[src/design/fpFormatPkg.sv]
package fpFormatPkg;

    //////////////////////////////////////////////////
    // Single-precision field widths
    //////////////////////////////////////////////////

    localparam int expWidth = 8;
    localparam int manWidth = 23;

    // Hidden one plus the stored mantissa
    localparam int sigWidth = manWidth + 1;

    //////////////////////////////////////////////////
    // Exponent encoding
    //////////////////////////////////////////////////

    localparam int expBias = 127;

    // All-ones exponent, reserved for infinity
    localparam int expMax = 255;

    //////////////////////////////////////////////////
    // Float word, seen as raw bits or as fields
    //////////////////////////////////////////////////

    typedef union packed {
        logic [expWidth+manWidth:0] raw;
        struct packed {
            logic                sign;
            logic [expWidth-1:0] exp;
            logic [manWidth-1:0] man;
        } fields;
    } floatWord;

endpackage

[src/design/koaCfgPkg.sv]
package koaCfgPkg;

    // Operands this narrow go straight to a leaf multiplier
    localparam int defaultLeafWidth = 8;

    // Only the leaves are clocked, so the core takes one edge
    localparam int koaLatency = 1;

    // Operand stage, core, round stage
    localparam int pipeLatency = 3;

endpackage

[src/design/leafMult.sv]
`timescale 1ns/1ps

module leafMult #(
    parameter int opWidth = 8
) (
    input  logic                 clk_i,
    input  logic [opWidth-1:0]   a_i,
    input  logic [opWidth-1:0]   b_i,
    output logic [2*opWidth-1:0] prod_o
);

    localparam int prodW = 2 * opWidth;

    // Plain product, widened before the multiply
    always_ff @(posedge clk_i) begin
        prod_o <= prodW'(a_i) * prodW'(b_i);
    end

endmodule

[src/design/recursiveKoa.sv]
`timescale 1ns/1ps

module recursiveKoa #(
    parameter int opWidth   = 24,
    parameter int leafWidth = 8
) (
    input  logic                 clk_i,
    input  logic [opWidth-1:0]   a_i,
    input  logic [opWidth-1:0]   b_i,
    output logic [2*opWidth-1:0] prod_o
);

    generate
        if (opWidth <= leafWidth) begin : genLeaf

            // Bottom of the recursion
            leafMult #(
                .opWidth(opWidth)
            ) leafMult_i (
                .clk_i (clk_i),
                .a_i   (a_i),
                .b_i   (b_i),
                .prod_o(prod_o)
            );

        end else begin : genSplit

            //////////////////////////////////////////////////
            // Operand split
            //////////////////////////////////////////////////

            // Even width gives equal halves, odd width puts the extra bit low
            localparam int hiW   = opWidth / 2;
            localparam int loW   = opWidth - hiW;
            localparam int midW  = loW + 1;
            localparam int prodW = 2 * opWidth;

            logic [hiW-1:0]     aHi;
            logic [hiW-1:0]     bHi;
            logic [loW-1:0]     aLo;
            logic [loW-1:0]     bLo;
            logic [midW-1:0]    sumA;
            logic [midW-1:0]    sumB;
            logic [2*hiW-1:0]   qHigh;
            logic [2*loW-1:0]   qLow;
            logic [2*midW-1:0]  qMid;
            logic [prodW-1:0]   midTerm;

            assign aHi = a_i[opWidth-1:loW];
            assign bHi = b_i[opWidth-1:loW];
            assign aLo = a_i[loW-1:0];
            assign bLo = b_i[loW-1:0];

            // Half sums feed the middle multiplier, one bit wider than the low half
            assign sumA = midW'(aHi) + midW'(aLo);
            assign sumB = midW'(bHi) + midW'(bLo);

            //////////////////////////////////////////////////
            // Three sub-products
            //////////////////////////////////////////////////

            recursiveKoa #(
                .opWidth  (hiW),
                .leafWidth(leafWidth)
            ) koaHigh_i (
                .clk_i (clk_i),
                .a_i   (aHi),
                .b_i   (bHi),
                .prod_o(qHigh)
            );

            recursiveKoa #(
                .opWidth  (loW),
                .leafWidth(leafWidth)
            ) koaLow_i (
                .clk_i (clk_i),
                .a_i   (aLo),
                .b_i   (bLo),
                .prod_o(qLow)
            );

            recursiveKoa #(
                .opWidth  (midW),
                .leafWidth(leafWidth)
            ) koaMid_i (
                .clk_i (clk_i),
                .a_i   (sumA),
                .b_i   (sumB),
                .prod_o(qMid)
            );

            //////////////////////////////////////////////////
            // Recombine
            //////////////////////////////////////////////////

            // Cross terms aHi*bLo + aLo*bHi
            assign midTerm = prodW'(qMid) - prodW'(qHigh) - prodW'(qLow);

            assign prod_o = (prodW'(qHigh) << (2 * loW))
                          + (midTerm << loW)
                          + prodW'(qLow);

        end
    endgenerate

endmodule

[src/design/fpOperandStage.sv]
`timescale 1ns/1ps

module fpOperandStage (
    input  logic                                   clk_i,
    input  logic                                   arstN_i,
    input  logic                                   valid_i,
    input  fpFormatPkg::floatWord                  opA_i,
    input  fpFormatPkg::floatWord                  opB_i,
    output logic [fpFormatPkg::sigWidth-1:0]       sigA_o,
    output logic [fpFormatPkg::sigWidth-1:0]       sigB_o,
    output logic                                   prodSign_o,
    output logic signed [fpFormatPkg::expWidth+1:0] expSum_o,
    output logic                                   isZero_o,
    output logic                                   valid_o
);

    // Two extra bits hold the carry and the sign of the unbiased sum
    localparam int expSW = fpFormatPkg::expWidth + 2;

    logic signed [expSW-1:0] expSumD;
    logic                    zeroD;

    always_comb begin
        expSumD = expSW'(opA_i.fields.exp) + expSW'(opB_i.fields.exp)
                - expSW'(fpFormatPkg::expBias);
        // Zero and denormal inputs both have a zero exponent
        zeroD = (opA_i.fields.exp == '0) || (opB_i.fields.exp == '0);
    end

    always_ff @(posedge clk_i or negedge arstN_i) begin
        if (!arstN_i) begin
            valid_o <= 1'b0;
        end else begin
            valid_o <= valid_i;
        end
    end

    // Payload
    always_ff @(posedge clk_i) begin
        sigA_o     <= {1'b1, opA_i.fields.man};
        sigB_o     <= {1'b1, opB_i.fields.man};
        prodSign_o <= opA_i.fields.sign ^ opB_i.fields.sign;
        expSum_o   <= expSumD;
        isZero_o   <= zeroD;
    end

endmodule

[src/design/fpRoundNorm.sv]
`timescale 1ns/1ps

module fpRoundNorm (
    input  logic                                     clk_i,
    input  logic                                     arstN_i,
    input  logic                                     valid_i,
    input  logic [2*fpFormatPkg::sigWidth-1:0]       prod_i,
    input  logic                                     prodSign_i,
    input  logic signed [fpFormatPkg::expWidth+1:0]  expSum_i,
    input  logic                                     isZero_i,
    output logic                                     valid_o,
    output fpFormatPkg::floatWord                    result_o
);

    localparam int lat   = koaCfgPkg::koaLatency;
    localparam int expSW = fpFormatPkg::expWidth + 2;
    localparam int manW  = fpFormatPkg::manWidth;
    localparam int prodW = 2 * fpFormatPkg::sigWidth;

    logic [lat-1:0]          validPipe;
    logic [lat-1:0]          signPipe;
    logic [lat-1:0]          zeroPipe;
    logic signed [expSW-1:0] expPipe [lat];

    logic                    normHigh;
    logic [manW-1:0]         man;
    logic                    guard;
    logic                    sticky;
    logic                    roundUp;
    logic [manW:0]           manRounded;
    logic signed [expSW-1:0] expNorm;
    logic signed [expSW-1:0] expFinal;
    fpFormatPkg::floatWord   resultD;

    //////////////////////////////////////////////////
    // Side info waits for the core
    //////////////////////////////////////////////////

    always_ff @(posedge clk_i or negedge arstN_i) begin
        if (!arstN_i) begin
            validPipe <= '0;
        end else begin
            validPipe[0] <= valid_i;
            for (int i = 1; i < lat; i++) begin
                validPipe[i] <= validPipe[i-1];
            end
        end
    end

    always_ff @(posedge clk_i) begin
        signPipe[0] <= prodSign_i;
        zeroPipe[0] <= isZero_i;
        expPipe[0]  <= expSum_i;
        for (int i = 1; i < lat; i++) begin
            signPipe[i] <= signPipe[i-1];
            zeroPipe[i] <= zeroPipe[i-1];
            expPipe[i]  <= expPipe[i-1];
        end
    end

    //////////////////////////////////////////////////
    // Normalize, round, pack
    //////////////////////////////////////////////////

    always_comb begin
        // Product of two [1,2) significands lies in [1,4)
        normHigh = prod_i[prodW-1];
        if (normHigh) begin
            man    = prod_i[prodW-2 -: manW];
            guard  = prod_i[prodW-2-manW];
            sticky = |prod_i[prodW-3-manW:0];
        end else begin
            man    = prod_i[prodW-3 -: manW];
            guard  = prod_i[prodW-3-manW];
            sticky = |prod_i[prodW-4-manW:0];
        end

        // Nearest, ties to even
        roundUp    = guard & (sticky | man[0]);
        manRounded = {1'b0, man} + (manW+1)'(roundUp);

        expNorm  = expPipe[lat-1] + expSW'(normHigh);
        // Carry out leaves an all-zero mantissa
        expFinal = expNorm + expSW'(manRounded[manW]);

        resultD.fields.sign = signPipe[lat-1];
        if (zeroPipe[lat-1] || expFinal <= 0) begin
            resultD.fields.exp = '0;
            resultD.fields.man = '0;
        end else if (expFinal >= fpFormatPkg::expMax) begin
            resultD.fields.exp = '1;
            resultD.fields.man = '0;
        end else begin
            resultD.fields.exp = expFinal[fpFormatPkg::expWidth-1:0];
            resultD.fields.man = manRounded[manW-1:0];
        end
    end

    always_ff @(posedge clk_i or negedge arstN_i) begin
        if (!arstN_i) begin
            valid_o <= 1'b0;
        end else begin
            valid_o <= validPipe[lat-1];
        end
    end

    always_ff @(posedge clk_i) begin
        result_o <= resultD;
    end

endmodule

[src/design/fpMulTop.sv]
`timescale 1ns/1ps

module fpMulTop #(
    parameter int leafWidth = koaCfgPkg::defaultLeafWidth
) (
    input  logic        clk_i,
    input  logic        arstN_i,
    input  logic        valid_i,
    input  logic [31:0] opA_i,
    input  logic [31:0] opB_i,
    output logic        valid_o,
    output logic [31:0] result_o
);

    localparam int sigW  = fpFormatPkg::sigWidth;
    localparam int expSW = fpFormatPkg::expWidth + 2;

    logic [sigW-1:0]         sigA;
    logic [sigW-1:0]         sigB;
    logic [2*sigW-1:0]       prod;
    logic                    prodSign;
    logic signed [expSW-1:0] expSum;
    logic                    isZero;
    logic                    stageValid;

    // Decode and register operands
    fpOperandStage fpOperandStage_i (
        .clk_i     (clk_i),
        .arstN_i   (arstN_i),
        .valid_i   (valid_i),
        .opA_i     (opA_i),
        .opB_i     (opB_i),
        .sigA_o    (sigA),
        .sigB_o    (sigB),
        .prodSign_o(prodSign),
        .expSum_o  (expSum),
        .isZero_o  (isZero),
        .valid_o   (stageValid)
    );

    // Significand product
    recursiveKoa #(
        .opWidth  (sigW),
        .leafWidth(leafWidth)
    ) recursiveKoa_i (
        .clk_i (clk_i),
        .a_i   (sigA),
        .b_i   (sigB),
        .prod_o(prod)
    );

    fpRoundNorm fpRoundNorm_i (
        .clk_i     (clk_i),
        .arstN_i   (arstN_i),
        .valid_i   (stageValid),
        .prod_i    (prod),
        .prodSign_i(prodSign),
        .expSum_i  (expSum),
        .isZero_i  (isZero),
        .valid_o   (valid_o),
        .result_o  (result_o)
    );

endmodule

[config.mk]
export PLATFORM = sky130hd
export DESIGN_NAME = fpMulTop
export DESIGN_NICKNAME = d
export VERILOG_FILES = /design/src/design/fpFormatPkg.sv /design/src/design/koaCfgPkg.sv /design/src/design/leafMult.sv /design/src/design/recursiveKoa.sv /design/src/design/fpOperandStage.sv /design/src/design/fpRoundNorm.sv /design/src/design/fpMulTop.sv
export SDC_FILE = /design/constraint.sdc
export NUM_CORES = 2
export LEC_CHECK = 0
export BUFFER_PORTS_ARGS = -buffer_cell sky130_fd_sc_hd__buf_4
export CAP_MARGIN = 20
export CORE_ASPECT_RATIO = 1.4
export CORE_MARGIN = 2
export CORE_UTILIZATION = 60
export DETAILED_ROUTE_END_ITERATION = 8
export HOLD_SLACK_MARGIN = 0.1
export PLACE_DENSITY = 0.76
export SKIP_CTS_REPAIR_TIMING = 1
export SLEW_MARGIN = 10
export SYNTH_ARGS = -nofsm -noshare
export SYNTH_HDL_FRONTEND = slang
export SYNTH_SLANG_ARGS = --single-unit
[constraint.sdc]
create_clock -name clk_i -period 16 [get_ports clk_i]
set_clock_uncertainty 0.2 [all_clocks]
set_input_delay 3.2 -clock clk_i [delete_from_list [all_inputs] [get_ports clk_i]]
set_output_delay 3.2 -clock clk_i [all_outputs]
set_load 0.01 [all_outputs]
== After elaboration in Yosys (flattened, before gate mapping) ==
Memory sizes are Yosys's and may differ from the RTL's.
Index checks and enable logic that the tools add are counted.
Storage, ports and cells
  bits in registers: 213
  bits in writable memories: 10
  input port bits: 67
  output and inout port bits: 33
  logic and storage cells: 77
  memories kept: 1
Memory list
  fpRoundNorm_i.expPipe: depth 1, bits a word 10, rd ports 1, clocked after Yosys merged registers in 0, wr ports 1, line fpRoundNorm.sv:23  | logic signed [expSW-1:0] expPipe [lat];
Operators by class
  add/sub/neg operators: 29
  multiply operators: 9
  order comparisons: 2
  mux-type cells: 4
  bitwise gates (word level): 3
  reduce and logical (&&, ||, !) cells: 7
Operator list (count)
  6-bit by 6-bit multiplier with 12-bit output: 5
  24-bit by 12-bit adder with 24-bit output: 2
  24-bit adder: 2
  48-bit by 24-bit adder with 48-bit output: 1
  48-bit adder: 1
  7-bit by 7-bit multiplier with 14-bit output: 3
  36-bit by 24-bit subtractor with 36-bit output: 1
  15-bit by 13-bit subtractor with 16-bit output: 2
  31-bit two-way mux: 1
  14-bit by 12-bit subtractor with 15-bit output: 2
  6-bit by 6-bit adder with 7-bit output: 4
  26-bit by 24-bit subtractor with 27-bit output: 1
  12-bit by 12-bit adder with 13-bit output: 2
  26-bit by 14-bit adder with 26-bit output: 1
  26-bit adder: 1
  23-bit by 1-bit adder with 24-bit output: 1
  23-bit two-way mux: 1
  23-bit OR reduction: 1
  22-bit OR reduction: 1
  10-bit by 1-bit adder with 10-bit output: 2
  17-bit by 15-bit subtractor with 18-bit output: 1
  16-bit by 12-bit subtractor with 17-bit output: 1
  6-bit by 7-bit adder with 8-bit output: 2
  8-bit logical NOT: 2
  other kinds (11): 13

== Longest topological paths before layout ==
  depth in word-level cells: 17
  depth in mapped cells: 66
  gate-level depth less buffers: 64

== Hierarchy ==
Synthesis repeated with hierarchy kept, for this count alone.
Second synthesis, totals
  cells, all modules: 3656
  area total of the unflattened synthesis: 31331.3 sq um
Modules (own cells, without submodules)
  leafMult (recursiveKoa_i.genSplit.koaHigh_i.genSplit.koaMid_i.genLeaf.leafMult_i ...): times used 3, cells an instance 189, area each 1820.5 sq um, sequential area each 280.3 sq um
  recursiveKoa (recursiveKoa_i): times used 1, cells an instance 730, area each 5242.5 sq um, sequential area each 0.0 sq um
  recursiveKoa (recursiveKoa_i.genSplit.koaHigh_i ...): times used 2, cells an instance 326, area each 2397.3 sq um, sequential area each 0.0 sq um
  leafMult (recursiveKoa_i.genSplit.koaLow_i.genSplit.koaHigh_i.genLeaf.leafMult_i ...): times used 3, cells an instance 140, area each 1348.8 sq um, sequential area each 240.2 sq um
  leafMult (recursiveKoa_i.genSplit.koaHigh_i.genSplit.koaHigh_i.genLeaf.leafMult_i ...): times used 2, cells an instance 143, area each 1337.5 sq um, sequential area each 240.2 sq um
  recursiveKoa (recursiveKoa_i.genSplit.koaMid_i): times used 1, cells an instance 361, area each 2628.8 sq um, sequential area each 0.0 sq um
  leafMult (recursiveKoa_i.genSplit.koaMid_i.genSplit.koaMid_i.genLeaf.leafMult_i): times used 1, cells an instance 259, area each 2442.3 sq um, sequential area each 320.3 sq um
  fpRoundNorm: times used 1, cells an instance 260, area each 2361.0 sq um, sequential area each 930.9 sq um
  fpOperandStage: times used 1, cells an instance 121, area each 1679.1 sq um, sequential area each 1186.1 sq um

== Worst setup path after synthesis ==
No wires, ideal clock.
  path kind: register to register
  from: register recursiveKoa_i.genSplit.koaMid_i.genSplit.koaMid_i.genLeaf.leafMult_i.prod_o[0]
  to: register fpRoundNorm_i.result_o[0] in the netlist's numbering
  library setup time: 0.132 ns
  arrival: 12.243 ns
  data required time: 15.668 ns
  slack: 3.425 ns
  cell stages (with the launch flop): 60
  buffers on the path: 4
  period minus slack after synthesis: 12.575 ns
  path through: dfxtp_1 -> inv_1 -> ha_1 -> fa_1 -> xnor2_1 -> ha_1 -> nor2b_1 -> o21ai_0 -> nand2b_1 -> a21o_1 -> a21o_1 -> and2_1 -> o21ai_0 -> nand2b_1 -> a21o_1 -> a21o_1 -> xor2_1 -> ha_1 -> [24 not listed] -> a21oi_1 -> o31ai_2 -> a21oi_2 -> o21ai_1 -> a21oi_1 -> nand3_1 -> nor3b_1 -> fa_1 -> ha_1 -> clkbuf_1 -> nand3_1 -> xor2_1 -> nand3_1 -> o311ai_1 -> or2_2 -> clkbuf_1 -> clkbuf_1 -> nor3_1
On the way
  longest elaborated chain between the ends: 17
  elaborated cells between the ends (all ways): 22
  classes of those cells: add/sub (11); order compare (2); mux (3); bitwise (2); reduce/logical (4)
RTL lines
  start: declaration: line leafMult.sv:9  | output logic [2*opWidth-1:0] prod_o
  start signal: assignment: line leafMult.sv:16  | prod_o <= prodW'(a_i) * prodW'(b_i);
  16-bit by 12-bit subtractor with 17-bit output (*): line recursiveKoa.sv:97  | assign midTerm = prodW'(qMid) - prodW'(qHigh) - prodW'(qLow);
  17-bit by 15-bit subtractor with 18-bit output (*): line recursiveKoa.sv:97
  26-bit adder (*): line recursiveKoa.sv:100  | + (midTerm << loW)
  26-bit by 14-bit adder with 26-bit output (*): line recursiveKoa.sv:101  | + prodW'(qLow);
  26-bit by 24-bit subtractor with 27-bit output (*): line recursiveKoa.sv:97
  36-bit by 24-bit subtractor with 36-bit output (*): line recursiveKoa.sv:97
  48-bit adder (*): line recursiveKoa.sv:100
  48-bit by 24-bit adder with 48-bit output (*): line recursiveKoa.sv:101
  23-bit OR reduction or 22-bit OR reduction (tied branches): line fpRoundNorm.sv:71, fpRoundNorm.sv:75
  1-bit two-way mux: line fpRoundNorm.sv:68  | if (normHigh) begin
  1-bit OR: line fpRoundNorm.sv:79  | roundUp = guard & (sticky | man[0]);
  1-bit bitwise AND: line fpRoundNorm.sv:79
  23-bit by 1-bit adder with 24-bit output: line fpRoundNorm.sv:80  | manRounded = {1'b0, man} + (manW+1)'(roundUp);
  10-bit by 1-bit adder with 10-bit output: line fpRoundNorm.sv:84  | expFinal = expNorm + expSW'(manRounded[manW]);
  10-bit by 1-bit <= comparator with 1-bit output: line fpRoundNorm.sv:87  | if (zeroPipe[lat-1] || expFinal <= 0) begin
  1-bit logical OR: line fpRoundNorm.sv:87
  2-bit OR reduction (no source line)
  end signal: assignment: line fpRoundNorm.sv:108  | result_o <= resultD;
  end: declaration: line fpRoundNorm.sv:12  | output fpFormatPkg::floatWord result_o
Every way passes the cells marked *; elsewhere a longest branch is shown, timed or not.
A chain may end at the register's enable or synchronous reset.

== Worst setup path in the final report ==
  from: register recursiveKoa_i.genSplit.koaHigh_i.genSplit.koaHigh_i.genLeaf.leafMult_i.prod_o[0]
  to: register fpRoundNorm_i.result_o[0] in the netlist's numbering
On the way
  longest elaborated chain between the ends: 17
  elaborated cells between the ends (all ways): 22
  classes of those cells: add/sub (11); order compare (2); mux (3); bitwise (2); reduce/logical (4)
RTL lines (line)
  start: declaration: leafMult.sv:9
  start signal: assignment: leafMult.sv:16
  14-bit by 12-bit subtractor with 15-bit output: recursiveKoa.sv:97
  15-bit by 13-bit subtractor with 16-bit output: recursiveKoa.sv:97
  24-bit adder (*): recursiveKoa.sv:100
  24-bit by 12-bit adder with 24-bit output (*): recursiveKoa.sv:101
  26-bit by 24-bit subtractor with 27-bit output: recursiveKoa.sv:97
  36-bit by 24-bit subtractor with 36-bit output: recursiveKoa.sv:97
  48-bit adder (*): recursiveKoa.sv:100
  48-bit by 24-bit adder with 48-bit output (*): recursiveKoa.sv:101
  23-bit OR reduction or 22-bit OR reduction (tied branches): fpRoundNorm.sv:71, fpRoundNorm.sv:75
  1-bit two-way mux: fpRoundNorm.sv:68
  1-bit OR: fpRoundNorm.sv:79
  1-bit bitwise AND: fpRoundNorm.sv:79
  23-bit by 1-bit adder with 24-bit output: fpRoundNorm.sv:80
  10-bit by 1-bit adder with 10-bit output: fpRoundNorm.sv:84
  10-bit by 1-bit <= comparator with 1-bit output: fpRoundNorm.sv:87
  1-bit logical OR: fpRoundNorm.sv:87
  2-bit OR reduction (no source line)
Marked as above.

==> impl_metrics.json <==
{
  "numCtsBuffers": 24,
  "crit_path_max_fanout": 34,
  "cap_violations": 0,
  "crit_buf_inv": 3,
  "clock_latency_ns": 0.56,
  "whs_path_depth": 0,
  "cts-root-buf": "clkbuf_16",
  "rsz0062_at_grt": "false",
  "first_global_vias": 25000,
  "synth_top_area_share_pct": 21.5,
  "min_period_over_period_pct": 89.2,
  "std_cell_rows": 96,
  "cts_tree": "yes",
  "core_um2": 49100,
  "synth_nets": 4333,
  "synthArstFlopShare_pct": 1.35,
  "clkSlewWorstSetupHoldPaths_ns": 0.06,
  "wire_per_inst_um": 17.0,
  "critPathCaptureType": "register",
  "worst_ep_required_time_ns": 16.22,
  "placed_area_um2": 31500,
  "cp_top_family": "compound AO/OA/AOI/OAI gates",
  "gp_congestion": 0.979,
  "grt_max_degree": 35,
  "grt_antenna_before_repair": 1,
  "synth_area_leaders": "ha_1, dfxtp_1, fa_1",
  "synth_flop_cell": "dfxtp_1",
  "worst_r2r_endpoint": "fpRoundNorm_i.result_o[0]",
  "htree_levels": 1,
  "drc_errors": 0,
  "track_usage_pct": 29.2,
  "area_growth_pct": 7.97,
  "critPathMaxStageDelay_ns": 0.60,
  "cts.sinks": 223,
  "drive_gt1_share_pct": 5.15,
  "first_pass_iters": 5,
  "placed_cells": 4264,
  "whs_endpoint": "fpRoundNorm_i.zeroPipe",
  "synth_edf_count": 0,
  "dp_slack_ns": 1.77,
  "routed_wl_um": 73300,
  "synth.distinct_cells": 83,
  "synth_cells": 3537,
  "yosysMostFrequentCell": "ha_1",
  "slew_violations": 0,
  "status": "finished clean",
  "port_buffers": 99,
  "crit_top_cell": "ha_1",
  "avgSynthCellArea_um2": 8.47,
  "cts_buffer_depth": 3,
  "relSlewSlack_pct": 37.9,
  "max_freq_mhz": 70.0,
  "synth_seq_cells": 223,
  "ys_seq_area_share_pct": 15.0,
  "io_pins": 100,
  "synth_area_leader_cell": "ha_1",
  "yosysWarnings": 0,
  "rr_worst_depth": 56,
  "slowest_stage": "nor2_4",
  "multiInputGateArea_um2": 23500,
  "fin_ws_ns": 1.72,
  "nets": 4449,
  "vias": 24400,
  "die_y_um": 268,
  "arrival_ns": 14.50,
  "start_util_pct": 60.9,
  "die_area_um2": 51700,
  "overflow": 0,
  "hold_class": "register to register",
  "yosys-top-cells-count": "ha_1, inv_1, nand2_1, a21oi_1, xnor2_1",
  "die_w_um": 193,
  "seqCellArea_um2": 4480,
  "min_period_ns": 14.28,
  "final.fill_count": 4136,
  "setup_viol": 0,
  "drt-initial-drc-count": 1210,
  "reg2reg_slack_ns": 1.72,
  "min-delay-start": "fpOperandStage_i.isZero_o",
  "grt_pass1_wl_um": 121000,
  "worstMarginPinSlew_ns": 0.908,
  "final_cells": 4308,
  "viasPerCell": 5.67,
  "antenna_cells": 0,
  "startpoint_type": "register",
  "hpwlAfterDp_um": 61600,
  "ant_nets": 0,
  "final.setup.tns_ns": 0,
  "final_area_um2": 32300,
  "path_class": "register to register",
  "hold_violations": 0,
  "syn-cell-area_um2": 29900
}
## logic make-up (layout without fill, tap and decap cells)
group                    count (synthesis)  after routing  synth area share, %
adder cells (fa/ha/maj)                729            729                 35.9
multiplexers                             6              6                0.209
AND/OR/NAND/NOR                        926            926                 14.9
AO/OA/AOI/OAI                          773            773                 16.9
flip-flops                             223            223                 15.0
XOR/XNOR                               362            362                 10.6
buffers and inverters                  518            652                 6.51
## placed cells by master (no fill, tap or decap), types with 10 or more instances in the layout
master and n:
o21a_1 34, fa_1 215, and3_1 15, o21ai_0 112
o211ai_1 13, nand4_1 16, o31ai_1 15, o31a_1 10
a211oi_1 32, or3_1 13, nor2b_1 53, xnor2_1 243
inv_1 497, and2_1 173, nand2b_1 33, nand3_1 42
a21o_1 102, xor2_1 117, a21oi_1 252, o21ai_1 10
dfxtp_1 220, clkbuf_16 24, nor4_1 14, a21boi_0 22
nor2_1 196, ha_1 514, nand2_1 311, buf_4 110
nor3_1 36, o21bai_1 82, a31oi_1 12
## layout make-up
type	count	share of cell area (%)
clock buffers	24	1.86
clock inverters	20	0.731
inverters	498	5.78
multi-input cells	2796	72.8
flip-flops and latches	223	13.9
well taps	637	2.47
repair buffers	110	2.55
## per-layer routing
layer  global-route usage, %  wire (um)
met4                    17.3       4990
met5                       0          0
met1                    34.1      29800
met3                    2.91       3050
met2                    51.6      35400
## worst max-delay path by stage
stage,from,end,slack [ns],depth (start not counted)
6_report,register,fpRoundNorm_i.result_o[0],1.72,56
5_1_grt,register,fpRoundNorm_i.result_o[4],0.23,57
4_1_cts,register,fpRoundNorm_i.result_o[8],1.75,56
3_5_place_dp,register,fpRoundNorm_i.result_o[13],1.77,56
3_3_place_gp,register,fpRoundNorm_i.result_o[0],1.97,58
2_1_floorplan,register,fpRoundNorm_i.result_o[0],3.42,59
## per-stage QoR
stage	hold WS (ns)	utilization, %
after floorplan	0.110	-
after global placement	0.110	64.1
after detailed placement	0.112	64.1
after CTS	0.129	65.8
after global routing	0.134	65.8
final	0.127	65.8
Power is not shown: default switching activity piles up to over one toggle a cycle in this logic, so the estimate is an artifact.
